**config.mk**
```make
export PLATFORM = sky130hd
export DESIGN_NAME = snowball_bus_ctrl_flat
export DESIGN_NICKNAME = d
export VERILOG_FILES = /design/src/rtl/snowball_pkg.sv /design/src/rtl/snowball_bus_if.sv /design/src/rtl/snowball_bus_ctrl.sv /design/src/flat_wrapper.sv
export VERILOG_INCLUDE_DIRS = /design/src /design/src/rtl
export SDC_FILE = /design/constraint.sdc
export NUM_CORES = 1
export LEC_CHECK = 0
export BUFFER_PORTS_ARGS = -buffer_cell sky130_fd_sc_hd__buf_4
export CAP_MARGIN = 10
export CORE_MARGIN = 3
export CORE_UTILIZATION = 30
export CTS_CLUSTER_SIZE = 14
export DETAILED_ROUTE_END_ITERATION = 10
export SYNTH_ARGS = -nofsm -noshare
export SYNTH_HDL_FRONTEND = slang
export SYNTH_SLANG_ARGS = --single-unit
```
**constraint.sdc**
```tcl
create_clock -name CPU_CLK -period 7.5 [get_ports CPU_CLK]
set_input_delay 0 -clock CPU_CLK [delete_from_list [all_inputs] [get_ports CPU_CLK]]
set_output_delay 0 -clock CPU_CLK [all_outputs]
set_load 0.01 [all_outputs]
```
**src/rtl/snowball_defs.svh**
```systemverilog
/* snowball shared sizes
   cache geometry and physical region codes */
`ifndef SNOWBALL_DEFS_SVH
`define SNOWBALL_DEFS_SVH

// ------------------------------
// cache and table geometry
// ------------------------------
`define SNOWBALL_INDEX_BITS 8      // 256 lines, 256 table entries
`define SNOWBALL_TAG_BITS   24     // physical addr 31:8

// ------------------------------
// physical regions in addr 31:30
// ------------------------------
`define SNOWBALL_REGION_MEM 2'b00  // memory bus
`define SNOWBALL_REGION_DMA 2'b11  // dma bus

`endif

```
**src/rtl/snowball_pkg.sv**
```systemverilog
/* snowball shared types
   FSM state encodings and the decoded bus region */
package snowball_pkg;

  // lookup front end
  typedef enum logic [1:0] {
    LKP_IDLE,      // line clear after reset, else waiting for a strobe
    LKP_CHECK,     // ram outputs valid, decide hit/fault/bus
    LKP_WAIT_BUS   // transaction open, busy high
  } lookup_state_t;

  // bus sequencer
  typedef enum logic [1:0] {
    BUS_IDLE,      // waiting for req
    BUS_MEM,       // mem_do_act held
    BUS_DMA,       // dma_read or dma_wrte held
    BUS_DONE       // ack seen, done next edge
  } bus_state_t;

  // decoded from addr 31:30
  typedef enum logic [1:0] {
    REGION_MEM,
    REGION_DMA,
    REGION_NONE    // 01 and 10, nothing mapped
  } region_t;

endpackage

```
**src/rtl/snowball_bus_if.sv**
```systemverilog
/* snowball bus handoff
   one single-word transaction at a time from lookup to sequencer */
`timescale 1ns/1ns

interface snowball_bus_if
  import snowball_pkg::*;
();

  logic        req;    // one-cycle start pulse
  logic        we;     // write flag
  logic [31:0] addr;   // physical address
  logic [31:0] wdata;
  logic        done;   // one-cycle completion pulse
  logic [31:0] rdata;  // zero for unmapped reads
  logic        fill;   // completion was in the memory region

  // lookup front end side
  modport lookup (
    output req, we, addr, wdata,
    input  done, rdata, fill
  );

  // sequencer side
  modport bus (
    input  req, we, addr, wdata,
    output done, rdata, fill
  );

endinterface

```
**src/rtl/snowball_bus_ctrl.sv**
```systemverilog
/* snowball bus sequencer
   region decode and single-word strobes on the memory and DMA buses */
`timescale 1ns/1ns
`include "snowball_defs.svh"

module snowball_bus_ctrl
  import snowball_pkg::*;
(
  input  logic        CPU_CLK,
  input  logic        RST,
  input  logic        mem_ack,
  input  logic [31:0] mem_datafrommem,
  input  logic        dma_wrte_ack,
  input  logic        dma_read_ack,
  input  logic [31:0] dma_data_read,
  output logic [31:0] mem_addr,
  output logic        mem_we,
  output logic        mem_do_act,
  output logic [31:0] mem_dataintomem,
  output logic        dma_wrte,
  output logic        dma_read,
  snowball_bus_if.bus bus
);

  bus_state_t state;
  region_t    region;
  logic       accept;
  logic       mem_fin;
  logic       dma_fin;

  // ------------------------------
  // region decode
  // ------------------------------
  always_comb
  begin
    case (bus.addr[31:30])
      `SNOWBALL_REGION_MEM: region = REGION_MEM;
      `SNOWBALL_REGION_DMA: region = REGION_DMA;
      default:              region = REGION_NONE;
    endcase
  end

  assign accept  = (state == BUS_IDLE) && bus.req;
  assign mem_fin = (state == BUS_MEM) && mem_ack;
  assign dma_fin = (state == BUS_DMA) &&
                   ((dma_read && dma_read_ack) || (dma_wrte && dma_wrte_ack));

  // ------------------------------
  // sequencer
  // ------------------------------
  always_ff @(posedge CPU_CLK)
  begin
    if (!RST)
    begin
      state      <= BUS_IDLE;
      mem_do_act <= 1'b0;
      mem_we     <= 1'b0;
      dma_read   <= 1'b0;
      dma_wrte   <= 1'b0;
      bus.done   <= 1'b0;
    end
    else
    begin
      bus.done <= 1'b0;
      case (state)
        BUS_IDLE:
        begin
          if (bus.req)
          begin
            case (region)
              REGION_MEM:
              begin
                mem_do_act <= 1'b1;
                mem_we     <= bus.we;
                state      <= BUS_MEM;
              end
              REGION_DMA:
              begin
                dma_read <= !bus.we;
                dma_wrte <= bus.we;
                state    <= BUS_DMA;
              end
              default: bus.done <= 1'b1;  // unmapped, finish at once
            endcase
          end
        end
        BUS_MEM:
        begin
          if (mem_fin)
          begin
            mem_do_act <= 1'b0;
            mem_we     <= 1'b0;
            state      <= BUS_DONE;
          end
        end
        BUS_DMA:
        begin
          if (dma_fin)
          begin
            dma_read <= 1'b0;
            dma_wrte <= 1'b0;
            state    <= BUS_DONE;
          end
        end
        BUS_DONE:
        begin
          bus.done <= 1'b1;
          state    <= BUS_IDLE;
        end
        default: state <= BUS_IDLE;
      endcase
    end
  end

  // address, write data and read data capture
  always_ff @(posedge CPU_CLK)
  begin
    if (accept)
    begin
      mem_addr        <= bus.addr;   // shared by both buses
      mem_dataintomem <= bus.wdata;
      bus.fill        <= (region == REGION_MEM);
      bus.rdata       <= '0;         // stays zero when unmapped
    end
    if (mem_fin)
      bus.rdata <= mem_datafrommem;
    else if (dma_fin)
      bus.rdata <= dma_data_read;
  end

endmodule

```
**src/flat_wrapper.sv**
```systemverilog
// flat-port wrapper written by rule: the top's interface ports become plain ports
module snowball_bus_ctrl_flat import snowball_pkg::*;
  (CPU_CLK, RST, mem_ack, mem_datafrommem, dma_wrte_ack, dma_read_ack, dma_data_read, mem_addr, mem_we, mem_do_act, mem_dataintomem, dma_wrte, dma_read, bus_req, bus_we, bus_addr, bus_wdata, bus_done, bus_rdata, bus_fill);
  snowball_bus_if bus_i ();
  input  logic CPU_CLK;
  input  logic RST;
  input  logic mem_ack;
  input  logic [31:0] mem_datafrommem;
  input  logic dma_wrte_ack;
  input  logic dma_read_ack;
  input  logic [31:0] dma_data_read;
  output logic [31:0] mem_addr;
  output logic mem_we;
  output logic mem_do_act;
  output logic [31:0] mem_dataintomem;
  output logic dma_wrte;
  output logic dma_read;
  input wire logic [$bits(bus_i.req)-1:0] bus_req;
  input wire logic [$bits(bus_i.we)-1:0] bus_we;
  input wire logic [$bits(bus_i.addr)-1:0] bus_addr;
  input wire logic [$bits(bus_i.wdata)-1:0] bus_wdata;
  output wire logic [$bits(bus_i.done)-1:0] bus_done;
  output wire logic [$bits(bus_i.rdata)-1:0] bus_rdata;
  output wire logic [$bits(bus_i.fill)-1:0] bus_fill;
  assign bus_i.req = bus_req;
  assign bus_i.we = bus_we;
  assign bus_i.addr = bus_addr;
  assign bus_i.wdata = bus_wdata;
  assign bus_done = bus_i.done;
  assign bus_rdata = bus_i.rdata;
  assign bus_fill = bus_i.fill;
  snowball_bus_ctrl u_core (.CPU_CLK(CPU_CLK), .RST(RST), .mem_ack(mem_ack), .mem_datafrommem(mem_datafrommem), .dma_wrte_ack(dma_wrte_ack), .dma_read_ack(dma_read_ack), .dma_data_read(dma_data_read), .mem_addr(mem_addr), .mem_we(mem_we), .mem_do_act(mem_do_act), .mem_dataintomem(mem_dataintomem), .dma_wrte(dma_wrte), .dma_read(dma_read), .bus(bus_i));
endmodule
```
==> metrics.md <==
| Metric | Value |
|---|---|
| Headroom to the max-slew limit | `29.5%` |
| Die height | `119 um` |
| Crit Path Max Fanout | `33` |
| Final Max Slew Viols | `0` |
| Final min period | `2960 ps` |
| Synth top area cells | `edfxtp_1 76%, nand2_1 6.7%, o21ai_0 4.4%` |
| Yosys top cell by area | `edfxtp_1` |
| Ports | `237` |
| Syn Nets | `404` |
| Starting Density | `31.3%` |
| Clk_skew | `5.66 ps` |
| Clock latency on the worst-skew pair | `330 ps` |
| Mean Syn Cell Area | `14.8 sq um` |
| Final Hold Vio Count | `1` |
| Max IR drop VDD | `169 uV` |
| Critical Path Sink Type | `register` |
| Top-count cell post-synth | `edfxtp_1` |
| First-pass GRT wire length | `19.4 mm` |
| Port bufs | `236` |
| Largest net degree at the start of global routing | `65` |
| Reg-to-reg startpoint | `u_core.state[0]` |
| Top-area cell type share of the netlist area | `75.5%` |
| # nets final | `751` |
| Crit share post-route | `39.5%` |
| Area after DPL | `5810 sq um` |
| Layout Cells excl Fill | `782` |
| Worst Hold End | `u_core.bus.rdata[11]` |
| Syn Std Cell Area | `3860 sq um` |
| # Max-Cap Violations | `0` |
| RSZ-0062 raised after global routing | `no` |
| Critical path required time | `7300 ps` |
| Root Driver | `clkbuf_16` |
| Synth unique cells | `25` |
| Placer congestion estimate | `0.782` |
| DR pass1 iterations | `6` |
| Final setup viols | `0` |
| Post-route cell area | `7190 sq um` |
| CTS tree | `yes` |
| Outcome | `complete, but fails checks` |
| Sink Count | `104` |
| Critical Path AT | `2760 ps` |
| H-tree Lvls | `3` |
| Initial antenna violation count | `1` |
| Post-Route WL | `12.9 mm` |
| Worst Path Class, Setup | `reg -> reg` |
| Post-DP HPWL | `8.63 mm` |
| Number of synthesized register bits | `104` |
| Worst hold path depth | `3` |
| Fmax | `338 MHz` |
| Pleak | `0.00314 uW` |
| Synth Flop Type | `edfxtp_1` |
| Die area | `14300 sq um` |
| WL per Instance | `16.5 um` |
| Vias | `3420` |
| Worst min path class | `in -> reg` |
| Gr usage total | `17.6%` |
| Clk buf depth | `2` |
| Slew at the pin closest to its max-slew limit | `1050 ps` |
| WHS | `-11.1 ps` |
| Sequential area share after synthesis | `79.1%` |
| Die W | `119 um` |
| R2R Setup Slk | `4540 ps` |
| Post-route ant nets | `0` |
| Total number of yosys warnings | `0` |
| Min-delay src | `mem_datafrommem[11]` |
| EDFF count, synth | `97` |
| 1st-iter DRT viols | `221` |
| Power per Cell Area | `263 nW/um^2` |
| Worst setup SP type | `register` |
| Core ar. | `12300 sq um` |
| Share of cells above drive strength 1 | `41.8%` |
| Setup TNS | `0 ps` |
| Reg2Reg Depth | `4` |
| Ys async rst share | `0%` |
| Hold buffer count at CTS | `108` |
| PostCTS Resize Cnt | `0` |
| Vias per inst | `4.37` |
| Post-synth top cells | `97 x edfxtp_1, 69 x nand2_1, 34 x o21ai_0` |
| Grt total ovfl | `0` |
| Setup bufs post-CTS | `0` |
| Failing checks | `negative hold slack` |
| Vias in the first global route | `3506` |
| Area delta synth->final | `86.4%` |
| Num rows | `40` |
| TritonCTS buffer count | `9` |
| Placed Cells | `656` |
| Reg clk slew, reported paths | `70 ps` |
| R2r endpoint | `u_core.bus.rdata[23]` |
| DRC | `0` |
| Gate Count Post-Synth | `261` |
[sequential cells by signal (all words and copies together), names as in the netlist]
name and flops:
u_core.dma_wrte 1, u_core.bus.done 1, u_core.bus.fill 1, u_core.bus.rdata 32
u_core.mem_addr 32, u_core.mem_dataintomem 32, u_core.state 2, u_core.dma_read 1
u_core.mem_do_act 1, u_core.mem_we 1
[worst max path at each step]
stage / endpoint / from / cells after the start / slack [ps]
after CTS: u_core.bus.rdata[28] / u_core.state[0] / 4 / 4400
after floorplan: u_core.bus.fill / u_core.state[0] / 4 / 5050
after detailed placement: u_core.bus.rdata[15] / u_core.state[0] / 4 / 4420
final: u_core.bus.rdata[23] / u_core.state[0] / 4 / 4540
after global placement: u_core.bus.rdata[24] / u_core.state[0] / 4 / 4540
after global routing: u_core.bus.rdata[22] / u_core.state[1] / 4 / 4140
[cell usage in the layout (no fill, tap or decap), types with 2 or more instances in the layout]
cell type / Yosys / final
a21oi_1: 5 / 5
a32oi_1: 2 / 2
buf_4: 0 / 237
clkbuf_16: 0 / 9
clkinv_2: 0 / 2
clkinvlp_4: 0 / 2
dfxtp_1: 7 / 7
dlygate4sd3_1: 0 / 108
edfxtp_1: 97 / 97
ha_1: 8 / 8
inv_1: 7 / 6
inv_6: 0 / 2
mux2i_1: 3 / 3
nand2_1: 69 / 69
nand2b_1: 4 / 4
nand3_1: 4 / 3
o21ai_0: 34 / 34
[through the flow]
| stage | util (%) | total power [uW] | hold WS, ps | setup WS (ps) |
|---|---|---|---|---|
| floorplan | - | 1090 | 98.9 | 5050 |
| global placement | 47.2 | 1420 | 178 | 4540 |
| detailed placement | 47.2 | 1420 | 179 | 4420 |
| CTS | 58.2 | 1910 | 0.191 | 4400 |
| global route | 58.4 | 1990 | 6.56 | 4140 |
| finish | 58.4 | 1890 | -11.1 | 4540 |
[worst max-delay path, stage by stage, from the launching register on]
cell and delay [ps]:
dfxtp_1 400, inv_1 100, ha_1 270, nand2b_1 740, nand3_2 910
[final cells by class]
| cell class | count | area [sq um] |
|---|---|---|
| Fill cell | 1005 | 5120 |
| Sequential cell | 104 | 3050 |
| Timing Repair Buffer | 346 | 2890 |
| Multi-Input combinational cell | 140 | 738 |
| Clock buffer | 10 | 229 |
| Tap cell | 168 | 210 |
| Clock inverter | 6 | 42.5 |
| Inverter | 7 | 26.3 |
| Antenna cell | 1 | 2.50 |
[report_power, final]
part / switching (uW) / internal [uW]
sequential: 48.3 / 826
clock: 204 / 227
combinational: 294 / 296
[layer usage]
layer / wire length (um) / vias up / global-route usage [%]
li1: - / 1644 / -
met1: 4650 / 1610 / 19.0
met2: 7080 / 150 / 33.1
met3: 965 / 16 / 5.32
met4: 190 / 0 / 5.01
met5: 0 / - / 0
[cell families (layout without fill, tap and decap cells)]
group	Yosys count	in the layout	synth area share (%)
buffers and inverters	17	369	1.85
DFF	104	104	79.1
AOI/OAI and AO/OA	46	46	6.68
muxes	3	3	0.778
other	0	1	0
and+or+nand+nor	83	83	8.95
adders and majority gates	8	8	2.59
Power figures use the tool's default switching activity.
